==> config.mk <==
export PLATFORM = sky130hd
export DESIGN_NAME = mmu_stage
export DESIGN_NICKNAME = d
export VERILOG_FILES = /design/src/common/mmu_pkg.sv /design/src/mmu/mmu_stage.sv
export SDC_FILE = /design/constraint.sdc
export NUM_CORES = 1
export LEC_CHECK = 0
export BUFFER_PORTS_ARGS = -buffer_cell sky130_fd_sc_hd__buf_2
export CAP_MARGIN = 15
export CORE_UTILIZATION = 44
export CTS_BUF_LIST = sky130_fd_sc_hd__clkbuf_4 sky130_fd_sc_hd__clkbuf_8 sky130_fd_sc_hd__clkbuf_16
export DETAILED_ROUTE_END_ITERATION = 8
export HOLD_SLACK_MARGIN = 0.02
export PLACE_DENSITY = 0.91
export SETUP_SLACK_MARGIN = 0.2
export SYNTH_ARGS = -nofsm -noshare
export SYNTH_HDL_FRONTEND = slang
export SYNTH_SLANG_ARGS = --single-unit
==> constraint.sdc <==
create_clock -name clk_i -period 2.71 [get_ports clk_i]
set_input_delay 0.542 -clock clk_i [delete_from_list [all_inputs] [get_ports clk_i]]
set_output_delay 0.542 -clock clk_i [all_outputs]
set_load 0.05 [all_outputs]
==> src/common/mmu_pkg.sv <==
package mmu_pkg;

  ////////////////////////////////////////////////////////////
  // Widths
  ////////////////////////////////////////////////////////////

  // Data and virtual address width
  localparam int XLEN = 32;

  ////////////////////////////////////////////////////////////
  // Encodings
  ////////////////////////////////////////////////////////////

  // Access direction
  typedef enum logic {
    OP_LOAD  = 1'b0,
    OP_STORE = 1'b1
  } op_e;

  // Access size, same 3-bit code as the core bus side
  typedef enum logic [2:0] {
    SZ_BYTE = 3'b000,
    SZ_HALF = 3'b001,
    SZ_WORD = 3'b010
  } size_e;

  // Sequencer states
  typedef enum logic [1:0] {
    ST_IDLE  = 2'd0,
    ST_ISSUE = 2'd1,
    ST_WAIT  = 2'd2
  } lsu_state_e;

  ////////////////////////////////////////////////////////////
  // Bundles
  ////////////////////////////////////////////////////////////

  // Request on either side of the MMU
  typedef struct packed {
    logic [XLEN-1:0] adr;
    size_e           size;
    logic            lock;
    logic [2:0]      prot;
    logic            we;
    logic [XLEN-1:0] data;
  } mem_req_t;

  // Command from the host
  typedef struct packed {
    op_e             op;
    size_e           size;
    logic [XLEN-1:0] adr;
    logic [XLEN-1:0] data;
  } host_cmd_t;

endpackage

==> src/mmu/mmu_stage.sv <==
`timescale 1ns/1ps

module mmu_stage
  import mmu_pkg::*;
#(
  parameter int PLEN = 10
) (
  input  logic     clk_i,
  input  logic     reset_i,
  // Cancels whatever is pending
  input  logic     clr_i,
  // Virtual side
  input  logic     vreq_i,
  input  mem_req_t vreq_data_i,
  // Physical side
  output logic     preq_o,
  output mem_req_t preq_data_o,
  // Out of range access
  output logic     page_fault_o
);

  logic     in_range;
  logic     preq_q;
  logic     fault_q;
  mem_req_t preq_data_q;

  ////////////////////////////////////////////////////////////
  // Physical range check
  ////////////////////////////////////////////////////////////

  // All bits from PLEN upward must be clear
  assign in_range = ((vreq_data_i.adr >> PLEN) == '0);

  ////////////////////////////////////////////////////////////
  // Pipeline register
  ////////////////////////////////////////////////////////////

  // Request or fault, never both
  always_ff @(posedge clk_i) begin
    if (reset_i) begin
      preq_q  <= 1'b0;
      fault_q <= 1'b0;
    end else if (clr_i) begin
      preq_q  <= 1'b0;
      fault_q <= 1'b0;
    end else begin
      preq_q  <= vreq_i && in_range;
      fault_q <= vreq_i && !in_range;
    end
  end

  // Bare mode
  // Physical address is the virtual one, other fields pass as is
  always_ff @(posedge clk_i) begin
    if (vreq_i) begin
      preq_data_q <= vreq_data_i;
    end
  end

  assign preq_o       = preq_q;
  assign preq_data_o  = preq_data_q;
  assign page_fault_o = fault_q;

endmodule
==> flow_summary.yaml <==
worst_setup_path:
  cp_max_fo: 1
  cp_slowest_cell: "edfxtp_1"
  cp.required_ns: 2.17
  critPathTopFamily: "flip-flops"
  critical-path-max-stage-delay_ns: 0.39
  worst-endpoint-arrival_ns: 0.95
  cp-end-kind: "output pin"
  worstPathCellList: "buf_2"
  setup.worst_path.class: "register to output pin"
  crit_buf_inv: 1
  cp-start-kind: "register"
die:
  die_area_mm2: 0.00550
  start_util: 0.470
  fp.dieH_um: 74.2
  io_pins: 150
  core_mm2: 0.00488
  die-width_um: 74.2
  rows: 25
clocking:
  cts_max_level: 3
  cts_hold_buf: 0
  cts_resized: 0
  cts_setup_buffers: 0
  cts.sinks: 74
  cts_tree: "built"
  path_clk_slew_ns: 0.07
  cts_buffers: 9
  clk_path_buf_depth: 2
  cts_root_buffer: "clkbuf_8"
grt:
  grt_max_degree: 74
  antenna_found_initial: 0
  grt.overflow.total: 0
  grtUsageTotal: 0.166
  first_global_vias: 1414
  grt_pass1_wl_um: 6270
synthesis:
  synth_area_leader_cell: "edfxtp_1"
  synth.top_cells.by_count: "72 x edfxtp_1, 3 x nor4_2"
  synth-xor-area-share: 0
  synth-main-ff-cell: "edfxtp_1"
  synth_edf_count: 72
  postSynthCellCount: 86
  yosysUniqueCellTypes: 9
  synthesis.area_mm2: 0.00229
  yosys_warnings: 0
  synth_fa_ha_area_frac: 0
  synth_top_cell_area_share: 0.943
  synth.mux.area_fraction: 0
  yosysMostFrequentCell: "edfxtp_1"
  avgSynthCellArea_um2: 26.7
  async_flop_share: 0
  syn-num-nets: 162
  synth_top_family_by_area: "simple AND/OR/NAND/NOR gates"
  synth-seq-cells: 74
  netlist_top_cells_area: "edfxtp_1 94%, dfxtp_1 1.7%, nor4_2 1.6%, nor4_1 0.55%, nor3_2 0.44%"
  seq_area_frac_synth: 0.960
  synthSimpleGateAreaFrac: 0.0355
  synth_compound_area_frac: 0.00436
drt:
  drtIter0Drc: 61
  wirelength_um: 4550
  post_drt_wl_per_cell_um: 14.3
  vias: 1441
  via_per_inst: 4.53
  first_pass_iters: 4
  drcViolationCount: 0
  ant_nets: 0
power_and_ir_drop:
  pwr-share-comb: 0.190
  sequentialPowerShare: 0.545
  power.internal_mw: 1.78
  switching_share: 0.294
  power.total_mw: 2.52
  power.share.clock: 0.265
  max-vdd-ir-drop_mv: 0.406
  leakage_nw: 1.42
  p_per_area_mw_per_mm2: 764
  p_sw_mw: 0.741
placement:
  hpwl_um: 3510
  pre_cts_ws_ns: 1.30
  gp_routability_congestion: 0.714
  port_buffers: 149
  placed_area_mm2: 0.00314
timing:
  fin_crit_ns: 1.49
  final_hold_viol_count: 0
  max_freq_mhz: 672
  maxSlewHeadroom: 0.757
  fin_hold_ws_ns: 0.387
  tns_ns: 0
  fin_ws_ns: 1.22
  setup_viol: 0
  min_period_over_period: 0.549
  rsz0062_at_grt: "false"
  tightest_slew_ns: 0.364
  maxSlewViolCount: 0
finish:
  final_nets: 323
  n_fill_cell: 339
  antenna_cells: 0
  stdcell_area_mm2: 0.00330
  areaGrowthSynthToFinish_pct: 43.8
  drive_gt1_frac: 0.665
flow_run:
  drv_cap: 0
hold_path:
  hp-class: "input pin to register"
status:
  status: "complete, no violations"
==> cell usage in the layout, fill, tap and decap left out <==
cell type	n
buf_2	149
edfxtp_1	72
clkbuf_8	9
nor4_2	3
clkinv_2	3
nor2_1	2
nand2_1	2
nor4_1	2
clkinv_1	2
dfxtp_1	2
nand4_1	1
nor3_2	1
o21ba_1	1
clkbuf_4	1
buf_12	1
==> state kept, by name, indices dropped and copies added, names as in the netlist <==
signal / flops
page_fault_o: 1
preq_o: 1
preq_data_o: 72
==> metal layers <==
metal,global-route usage,share of wire,vias up,routed length (µm)
met5,0,0,-,0
met4,0.0897,0.013,0,60
met3,0.0962,0.17,7,750
met2,0.288,0.50,112,2280
met1,0.152,0.32,648,1450
li1,-,-,674,-
==> power by group through the flow <==
stage	sequential, mW	clock [mW]	combinational [mW]
CTS	1.38	0.683	0.482
global route	1.38	0.720	0.499
floorplan	1.71	0	0.00364
detailed placement	1.40	0	0.482
finish	1.37	0.667	0.478
global placement	1.39	0	0.476
==> worst paths after layout <==
check | startpoint | to | slack, ns | depth (start not counted)
setup / recovery | preq_data_o[51] | preq_data_o[51] | 1.22 | 1
hold / removal | vreq_data_i[47] | preq_data_o[47] | 0.39 | 1
==> area by class of cell <==
class | instances | area (µm²) | share of cell area
clock inverter | 5 | 22.5 | 0.00683
sequential | 74 | 2200 | 0.668
tap | 67 | 83.8 | 0.0254
clock buffer | 10 | 131 | 0.0398
multi-input combinational | 12 | 91.3 | 0.0277
timing repair buffer | 150 | 766 | 0.232
==> through the flow <==
stage / std cells / utilization
6_report: 318 / 0.676
5_1_grt: 318 / 0.676
4_1_cts: 318 / 0.676
3_5_place_dp: 303 / 0.644
3_3_place_gp: 303 / 0.644
2_1_floorplan: 86 / -
==> kinds of logic (layout without fill, tap and decap cells) <==
| group | after synthesis | after routing |
|---|---|---|
| simple gates | 11 | 11 |
| flops | 74 | 74 |
| compound gates | 1 | 1 |
| buf+inv | 0 | 165 |
Power figures use the tool's default switching activity.
