**config.mk**
```make
export PLATFORM = sky130hd
export DESIGN_NAME = lsu_seq
export DESIGN_NICKNAME = d
export VERILOG_FILES = /design/src/common/mmu_pkg.sv /design/src/hw/lsu_seq.sv
export SDC_FILE = /design/constraint.sdc
export NUM_CORES = 1
export LEC_CHECK = 0
export ABC_AREA = 1
export BUFFER_PORTS_ARGS = -buffer_cell sky130_fd_sc_hd__buf_2
export CORE_UTILIZATION = 47
export CTS_CLUSTER_DIAMETER = 50
export DETAILED_ROUTE_END_ITERATION = 7
export PLACE_DENSITY = 0.94
export SKIP_CTS_REPAIR_TIMING = 1
export SYNTH_ARGS = -nofsm -noshare
export SYNTH_HDL_FRONTEND = slang
export SYNTH_SLANG_ARGS = --single-unit
```
**constraint.sdc**
```tcl
create_clock -name clk_i -period 6.7 [get_ports clk_i]
set_clock_uncertainty 0.1 [all_clocks]
set_input_delay 1.005 -clock clk_i [delete_from_list [all_inputs] [get_ports clk_i]]
set_output_delay 1.005 -clock clk_i [all_outputs]
set_load 0.05 [all_outputs]
```
**src/common/mmu_pkg.sv**
```systemverilog
package mmu_pkg;

  ////////////////////////////////////////////////////////////
  // Widths
  ////////////////////////////////////////////////////////////

  // Data and virtual address width
  localparam int XLEN = 32;

  ////////////////////////////////////////////////////////////
  // Encodings
  ////////////////////////////////////////////////////////////

  // Access direction
  typedef enum logic {
    OP_LOAD  = 1'b0,
    OP_STORE = 1'b1
  } op_e;

  // Access size, same 3-bit code as the core bus side
  typedef enum logic [2:0] {
    SZ_BYTE = 3'b000,
    SZ_HALF = 3'b001,
    SZ_WORD = 3'b010
  } size_e;

  // Sequencer states
  typedef enum logic [1:0] {
    ST_IDLE  = 2'd0,
    ST_ISSUE = 2'd1,
    ST_WAIT  = 2'd2
  } lsu_state_e;

  ////////////////////////////////////////////////////////////
  // Bundles
  ////////////////////////////////////////////////////////////

  // Request on either side of the MMU
  typedef struct packed {
    logic [XLEN-1:0] adr;
    size_e           size;
    logic            lock;
    logic [2:0]      prot;
    logic            we;
    logic [XLEN-1:0] data;
  } mem_req_t;

  // Command from the host
  typedef struct packed {
    op_e             op;
    size_e           size;
    logic [XLEN-1:0] adr;
    logic [XLEN-1:0] data;
  } host_cmd_t;

endpackage

```
**src/hw/lsu_seq.sv**
```systemverilog
`timescale 1ns/1ps

module lsu_seq
  import mmu_pkg::*;
(
  input  logic            clk_i,
  input  logic            reset_i,
  input  logic            abort_i,
  // Host command
  input  logic            cmd_valid_i,
  input  host_cmd_t       cmd_i,
  // Virtual request to the MMU
  output logic            vreq_o,
  output mem_req_t        vreq_data_o,
  // Responses from MMU and memory
  input  logic            page_fault_i,
  input  logic            pack_i,
  input  logic [XLEN-1:0] pq_i,
  // Status back to the host
  output logic            busy_o,
  output logic            done_o,
  output logic            fault_o,
  output logic [XLEN-1:0] rdata_o
);

  // Attributes used for every data access
  localparam logic       LOCK_NONE = 1'b0;
  localparam logic [2:0] PROT_DATA = 3'b001;

  lsu_state_e      state_q;
  host_cmd_t       cmd_q;
  logic            done_q;
  logic            fault_q;
  logic [XLEN-1:0] rdata_q;
  logic            accept;

  // Take a command only when fully idle
  assign accept = cmd_valid_i && !busy_o && !abort_i;

  ////////////////////////////////////////////////////////////
  // Control FSM
  ////////////////////////////////////////////////////////////

  always_ff @(posedge clk_i) begin
    if (reset_i) begin
      state_q <= ST_IDLE;
      done_q  <= 1'b0;
      fault_q <= 1'b0;
      rdata_q <= '0;
    end else if (abort_i) begin
      // Drop the access silently
      state_q <= ST_IDLE;
      done_q  <= 1'b0;
      fault_q <= 1'b0;
    end else begin
      // Done and fault are single pulses
      done_q  <= 1'b0;
      fault_q <= 1'b0;
      case (state_q)
        ST_IDLE: begin
          if (accept) begin
            state_q <= ST_ISSUE;
          end
        end
        ST_ISSUE: begin
          state_q <= ST_WAIT;
        end
        ST_WAIT: begin
          if (page_fault_i) begin
            // Refused by the MMU
            state_q <= ST_IDLE;
            done_q  <= 1'b1;
            fault_q <= 1'b1;
            rdata_q <= '0;
          end else if (pack_i) begin
            state_q <= ST_IDLE;
            done_q  <= 1'b1;
            // Only loads return data
            rdata_q <= (cmd_q.op == OP_LOAD) ? pq_i : '0;
          end
        end
        default: begin
          state_q <= ST_IDLE;
        end
      endcase
    end
  end

  // Command payload
  always_ff @(posedge clk_i) begin
    if (accept) begin
      cmd_q <= cmd_i;
    end
  end

  ////////////////////////////////////////////////////////////
  // Request build and status
  ////////////////////////////////////////////////////////////

  always_comb begin
    vreq_data_o.adr  = cmd_q.adr;
    vreq_data_o.size = cmd_q.size;
    vreq_data_o.lock = LOCK_NONE;
    vreq_data_o.prot = PROT_DATA;
    vreq_data_o.we   = (cmd_q.op == OP_STORE);
    vreq_data_o.data = cmd_q.data;
  end

  // Request pulse for the single issue cycle
  assign vreq_o = (state_q == ST_ISSUE);

  // Busy also covers the done cycle
  assign busy_o  = (state_q != ST_IDLE) || done_q;
  assign done_o  = done_q;
  assign fault_o = fault_q;
  assign rdata_o = rdata_q;

endmodule

```
==> out/results.txt, run 1 <==
Post-detailed-route via-to-cell ratio: 4.810. Entering global routing, the biggest net connects 69 pins. The signal on the critical path passes through inv_1, nand3_1, buf_2. Counting every sink on the clock net gives 104. After synthesis, the share of flip-flops with an asynchronous set or reset is 0%.

The tools report the floorplan die area as 0.008470 sq mm. Buffer type at the clock tree root: sky130_fd_sc_hd__clkbuf_8. For the pin with the worst max-slew slack, the measured transition is 931.9 ps. In this run, flip-flops and latches consume 56.1% of the power. After clock tree synthesis, the clock-pin slew on the worst setup and hold paths is 100 ps.

In the post-synthesis netlist, the biggest area contributors are sky130_fd_sc_hd__edfxtp_1 54%, sky130_fd_sc_hd__dfxtp_1 19%, sky130_fd_sc_hd__nand2_1 6.0%. The routed design has 9836 um of wire. After synthesis the netlist holds a flip-flop and latch count of 104. For the sequential fraction of the synthesis area, the log shows 72.51%. Adding up every negative setup slack in the final design gives 0 ps.

STA classifies the critical path startpoint as a register. 214 I/O pins were placed. VDD sags by at most 0.1217 mV.

The run gives 1272 uW as the total power. The slowest stage of the critical path is the sky130_fd_sc_hd__dfxtp_1 cell. The initial utilization of the core area, before any placement, comes to 49.05%. Hold violation count in the final report: 0.

In this run the worst hold path is classified as register to register. The clock latency at the later pin of the worst-skew pair is 340 ps, and the number of input and output port buffers inserted is 209. Most instantiated library cell after synthesis: sky130_fd_sc_hd__edfxtp_1.

The clock tree synthesis step divided the H-tree into 3 levels. The internal power of the cells totals 926.1 uW. The total core area is 0.007767 sq mm, and the number of rows in the core area is 32. Detailed placement finished with a half-perimeter wire length of 7309 um. Among all flip-flop cells after synthesis, the most frequent one is sky130_fd_sc_hd__edfxtp_1.

The pre-antenna-repair detailed-routing pass consisted of 5 iterations. The proportion of total power due to net switching works out to 27.18%. Share of final-layout standard cells stronger than drive strength 1: 44.82%. The maximum clock rate came out at 0.4231 GHz. TritonCTS built the clock tree. The longest individual stage delay on the worst path works out to 460 ps. After layout, the worst path uses 35.28% of the clock period. The logs give 0 for the initial antenna violation count and 0.005047 sq mm for the finished layout cell area.

The data required time of the critical path came out at 5590 ps. The kind of capture point of the worst setup path was an output pin. The run gives 0 as the count of final setup violators. Max-cap violation count: 0. The post-synthesis instance total is 323. The run gives 64.98% as the final core utilization.

The run gives 0 as the count of pins over their slew limit. By count the netlist is led by 68 x sky130_fd_sc_hd__edfxtp_1, 61 x sky130_fd_sc_hd__nand2_1, 47 x sky130_fd_sc_hd__nor2_1. The final RePlAce weighted congestion is 0.8067. Measured along the x axis, the die boundary spans 92.04 um.

The post-synthesis instance area is 0.003810 sq mm. The flow ran to the end, and the final reports show no timing, DRC or antenna violations. The number of global-route vias before repair is 2844. The remaining design rule violation count came out at 0.

The worst setup path is of the register to output pin kind. Layout overhead on the synthesized area: 32.48%. Hold timing on the final database bottoms out at a slack of 386.4 ps. The share of total power dissipated in combinational logic is 13.2%. For this block, the initial DRC count from the detailed router was 158. The post-synthesis area per instance is 11.80 sq um.

The arrival time at the worst endpoint is 1260 ps, and the total grt overflow is 0. The power per cell area is 252.0 mW/mm^2, and the share of Yosys cell area claimed by the top area cell type is 53.60%. The count of nets left with antenna violations once routing finished came out at 0. The run gives 0.002328 uW as the leakage power.

The logs give 345.7 uW for the power spent charging and discharging nets and 37.49% for the worst slew slack as a fraction of its limit. The routed layout has 3045 vias. The count of inserted antenna diode cells was 0. The logs give 23.02% for the total global routing track utilization and 627 for the total of fill cells in the finished design. The run gives 0 as the number of synthesis warnings. Most area-hungry cell type in the Yosys netlist: sky130_fd_sc_hd__edfxtp_1.

Vertical die dimension: 92.04 um. No sink is reached through more buffers than the 2 on the longest clock path. Along the worst path, the maximum fanout reaches 3. The power share of the clock group came out at 30.7%. The tools report the count of nets after finishing as 632. Setup repair after global routing left no endpoint under its margin.

The global-route wire length before repair was 14700 um. Counting the buffers created by CTS gives 9. The total placed instance area came out at 0.004846 sq mm.

The clock period minus worst slack is 2364 ps, and the post-detailed-route wirelength per cell is 15.54 um. In this run, synthesis inferred 68 flip-flops with an integrated enable. Synthesis instantiated 20 different standard cells from the library.
stage by stage:
stage                     worst slack [ps]  cells
after floorplan                       2137    325
after global placement                4173    617
after detailed placement              4109    617
after CTS                             4326    633
after global routing                  4235    633
final                                 4336    633
per-layer routing:
metal / global-route usage [%] / part of all wire [%] / vias to the layer above
li1: - / - / 1466
met2: 39.37 / 50 / 156
met4: 8.073 / 2.4 / 0
met3: 6.219 / 9.5 / 18
met5: 0 / 0 / -
met1: 28.05 / 39 / 1405
path summary, 6_finish.rpt:
check	endpoint	slack, ps	depth (start not counted)	from
min	rdata_o[7]$_SDFFE_PP0P_	390	2	rdata_o[7]$_SDFFE_PP0P_
max reg2reg	vreq_data_o[41]$_DFFE_PP_	4740	4	state_q[0]$_SDFFE_PP0P_
min reg2reg	rdata_o[7]$_SDFFE_PP0P_	390	2	rdata_o[7]$_SDFFE_PP0P_
max	busy_o	4340	3	state_q[0]$_SDFFE_PP0P_
area by class of cell:
class,count,area [sq um],area share (%)
sequential,104,2763,54.73
timing repair buffer,210,1054,20.87
multi-input combinational,180,823.3,16.31
tap,102,127.6,2.529
clock buffer,9,123.9,2.454
inverter,21,78.83,1.562
clock inverter,7,77.57,1.537
placed cells by master (no fill, tap or decap), drive strengths merged:
master      n
bufinv      1
clkbuf      9
buf       210
nand3      30
a21oi      26
dfxtp      36
nor2       51
edfxtp     68
nand4       1
conb        4
clkinv      3
o21ai       1
nor3        1
clkinvlp    2
inv        22
nand2      66
sequential cells by signal (all words and copies together), names as in the netlist:
| name | cells |
|---|---|
| state_q | 2 |
| done_o | 1 |
| vreq_data_o | 68 |
| fault_o | 1 |
| rdata_o | 32 |
cell families after synthesis:
logic type / share of synthesized area, %
AND/OR/NAND/NOR: 17.47
AO/OA/AOI/OAI: 3.547
other: 0.1971
flip-flops: 72.51
buffers and inverters: 6.272
critical path: cells and delay by family, from the launching register on:
family / cells / cell delay, ps
buffers and inverters: 2 / 350
AND/OR/NAND/NOR: 1 / 100
flip-flops: 1 / 460
power groups by stage:
stage	Sequential [uW]	Combinational, uW	Clock (uW)
after floorplan	798	45.7	0
after global placement	726	163	0
after detailed placement	728	168	0
after CTS	713	169	399
after global routing	715	178	424
final	713	168	391
(Power assumes the default switching activity.)
==> run 2, diff against run 1 <==
Settings changed: ABC_AREA 1 to 0, CORE_UTILIZATION 47 to 43, PLACE_DENSITY 0.94 to 0.89.
Clock period 6.7 ns to 2.3 ns, I/O delays scaled along.
==> run 2 against run 1 <==
Die area is 6.5% higher; total power grew to 2.8 times the previous value; core utilization is 4.7 points lower; highest routed layer unchanged; synthesized cell count is 27% lower; flip-flop and latch count stayed put; critical path depth stayed put; worst setup slack worse by 3900 ps; sequential power grew to 2.9 times the previous value; non-clock buffer count is 5 higher; clock power grew to 2.7 times the previous value; global-route usage is 1.7 points lower.
==> out/results.txt, run 2 <==
The floorplan die area was 0.009017 sq mm; the initial antenna violation count was 0. The run gives 163 as the iteration-0 DRC count of the detailed router. Of all nets on the critical path, the largest fanout is 67. The capture point of the critical path was vreq_data_o[10]$_DFFE_PP_. Setup repair after global routing left no endpoint under its margin. Layout overhead on the synthesized area: 34.61%.

By count the netlist is led by 68 x sky130_fd_sc_hd__edfxtp_1, 36 x sky130_fd_sc_hd__dfxtp_1, 32 x sky130_fd_sc_hd__nand2b_1, 32 x sky130_fd_sc_hd__nand4_1, 30 x sky130_fd_sc_hd__o21ai_2. The final critical path takes up 80.84% of the cycle. The clock period minus worst slack is 1859 ps, and the sum of net half-perimeters after detailed placement is 7229 um. For this run, design rule violations remaining after detail routing come to 0. In this run, CTS created clock tree buffers numbering 9. Count of pins over their slew limit: 0. Entering global routing, the biggest net connects 68 pins.

The horizontal extent of the die was 94.96 um. The run gives 53.60 ps as the tightest hold margin. The reg-to-reg setup timing slack is 440 ps.

In this run the standard cell core region covers 0.008299 sq mm. The initialized floorplan defines 33 standard-cell rows. The library cell used most frequently in the layout, excluding fill and tap cells, is sky130_fd_sc_hd__buf_2. The arrival time at the worst endpoint is 1790 ps. Across the VDD grid, the largest voltage drop is 0.2813 mV.

The total global routing track utilization is 21.33%. The proportion of total power due to net switching works out to 27.38%. The tools report the hold violation count in the final report as 0. The slowest stage of the critical path is the sky130_fd_sc_hd__or3_4 cell.

The congestion estimate from routability-driven global placement came to 0.7671. In the synthesized netlist the async set-or-reset flop fraction comes to 0%. The tools report the register share of total power as 57.8%. The detailed router placed 2796 vias in this run. By area the synthesized netlist is led by sky130_fd_sc_hd__edfxtp_1 55%, sky130_fd_sc_hd__dfxtp_1 19%, sky130_fd_sc_hd__o21ai_2 7.1%. For this configuration, the core starts out at a cell density of 44.78%.

The count of nets after finishing came out at 549. The internal portion of the total power is 2595 uW. The worst setup path is captured at a register. From bottom edge to top edge, the die measures 94.96 um.

Synthesis instantiated 23 different standard cells from the library. The post-detailed-route wirelength per cell came out at 17.80 um. Boundary pin count: 214.

In this run the power spent charging and discharging nets is 978.7 uW. The run gives 13850 um as the global-route wire length before repair. The share of total power dissipated in the clock network is 30.0%. For the count of inserted antenna diode cells, the log shows 0.

The root buffer cell chosen for the clock tree is sky130_fd_sc_hd__clkbuf_8. The tools report the clock latency at the later pin of the worst-skew pair as 350 ps. The biggest area contributor in the post-synthesis netlist is sky130_fd_sc_hd__edfxtp_1.

The number of input and output port buffers inserted is 209, and the worst slew slack as a fraction of its limit is 61.21%. In this run the critical register-to-register path is captured at vreq_data_o[10]$_DFFE_PP_. The run gives 0 as the total grt overflow. The tools report the leakage power as 0.002165 uW. The run finished with clean final reports. Combinational logic is responsible for 12.2% of the overall power. Of the synthesized area, sequential elements account for 74.34%. The count of H-tree levels built during CTS is 3.

In this run the remaining antenna-violating nets after routing total 0. In the final layout, the share of cells above drive strength 1 is 59.38%. The register with the most flip-flops in the layout has 68 of them. Summed over its instances, the top area cell type makes up 54.95% of the synthesized netlist area. The top cell types in the final layout, fill and taps aside, are 209 x sky130_fd_sc_hd__buf_2, 68 x sky130_fd_sc_hd__edfxtp_1, 35 x sky130_fd_sc_hd__dfxtp_1, 32 x sky130_fd_sc_hd__nand2b_1, 32 x sky130_fd_sc_hd__nand4_1. The largest single stage delay on the critical path is 400 ps. For the routed wire length, the log shows 9843 um. Count of final setup violators: 0. The setup path with the least slack is of type register to register.

In this run the power density over the cells is 714.5 mW/mm^2. Derived from the worst setup path, the maximum achievable clock frequency is 0.5379 GHz. For the pin with the worst max-slew slack, the measured transition is 581.8 ps. The clock net in this run drives a total of 104 sinks. In this run the deepest clock path goes through 2 buffers. In the post-route analysis, the smallest setup slack over all paths is 440.8 ps. The count of flip-flops with a built-in enable after synthesis is 68, and the number of optimization iterations in the first detailed-route pass is 4. The cell count after synthesis came out at 236. The most used flip-flop cell after synthesis is sky130_fd_sc_hd__edfxtp_1. The signal on the critical path passes through or3_4, nor3b_4, buf_12. Across the run, the number of max-cap violations was 0.

Data on the critical path is required at its endpoint by 2230 ps. The logic depth of the worst register-to-register path came out at 3. The post-synthesis area per instance is 15.75 sq um. The post-detailed-route via-to-cell ratio came out at 5.056. Most instantiated library cell after synthesis: sky130_fd_sc_hd__edfxtp_1.

STA classifies the critical path startpoint as a register. The tools report the beginning of the worst register-to-register path as state_q[0]$_SDFFE_PP0P_. Startpoint of the worst setup timing path: state_q[0]$_SDFFE_PP0P_. The tools report the number of global-route vias before repair as 2660. The placement-stage worst setup slack was 467.7 ps. The post-synthesis instance area was 0.003716 sq mm. The clock-pin slew on the worst setup and hold paths was 110 ps; the number of synthesis warnings was 0. Path class of the lowest-slack min-delay path: primary input to register. TritonCTS built the clock tree. The synthesized design contains 104 register bits.
## run 2: layout make-up
| class | count | area, sq um |
|---|---|---|
| Clock inverter | 6 | 57.56 |
| Clock buffer | 10 | 127.6 |
| Tap cell | 105 | 131.4 |
| Multi-Input combinational cell | 113 | 815.8 |
| Fill cell | 626 | 3297 |
| Sequential cell | 104 | 2766 |
| Timing Repair Buffer | 215 | 1104 |
## run 2: worst min path at each step
| stage | from | endpoint | cells after the start |
|---|---|---|---|
| 6_report | cmd_i[42] | vreq_data_o[50]$_DFFE_PP_ | 1 |
| 4_1_cts | cmd_i[61] | vreq_data_o[69]$_DFFE_PP_ | 1 |
| 3_3_place_gp | rdata_o[9]$_SDFFE_PP0P_ | rdata_o[9]$_SDFFE_PP0P_ | 2 |
| 5_1_grt | cmd_i[61] | vreq_data_o[69]$_DFFE_PP_ | 1 |
| 3_5_place_dp | rdata_o[31]$_SDFFE_PP0P_ | rdata_o[31]$_SDFFE_PP0P_ | 2 |
| 2_1_floorplan | abort_i | state_q[1]$_SDFFE_PP0P_ | 1 |
## run 2: layer usage
layer / track usage [%] / part of all wire [%] / wire [um] / up-vias
met5: 0 / 0 / 0 / -
met4: 8.838 / 2.0 / 199 / 0
met3: 6.200 / 9.5 / 932 / 16
met2: 38.31 / 51 / 5041 / 152
met1: 23.39 / 37 / 3669 / 1340
li1: - / - / - / 1288
## run 2: worst max-delay path, delay by kind of cell (launching register included)
| family | cells | cell delay [ps] |
|---|---|---|
| flops | 1 | 370 |
| buf+inv | 1 | 350 |
| simple gates | 2 | 690 |
## run 2: power groups by stage
stage / clock network (uW) / logic, uW / registers, uW
2_1_floorplan: 0 / 87.8 / 2300
3_3_place_gp: 0 / 423 / 2110
3_5_place_dp: 0 / 434 / 2110
4_1_cts: 1100 / 435 / 2070
5_1_grt: 1180 / 452 / 2070
6_report: 1070 / 435 / 2070
## run 2: kinds of logic (layout without fill, tap and decap cells)
family / after synthesis / count (layout) / share of synthesized area [%]
flops: 104 / 104 / 74.34
simple gates: 77 / 77 / 13.87
compound gates: 32 / 32 / 7.340
buf+inv: 21 / 231 / 4.243
other cells: 2 / 4 / 0.2021
## run 2: through the flow
step	instances	cell area, sq um	TNS (ps)	util, %	total power [uW]
2_1_floorplan	238	3734	-65920	-	2385
3_3_place_gp	537	4817	0	58.04	2530
3_5_place_dp	537	4817	0	58.04	2544
4_1_cts	553	5002	0	60.27	3601
5_1_grt	553	5002	0	60.27	3705
6_report	553	5002	0	60.27	3574
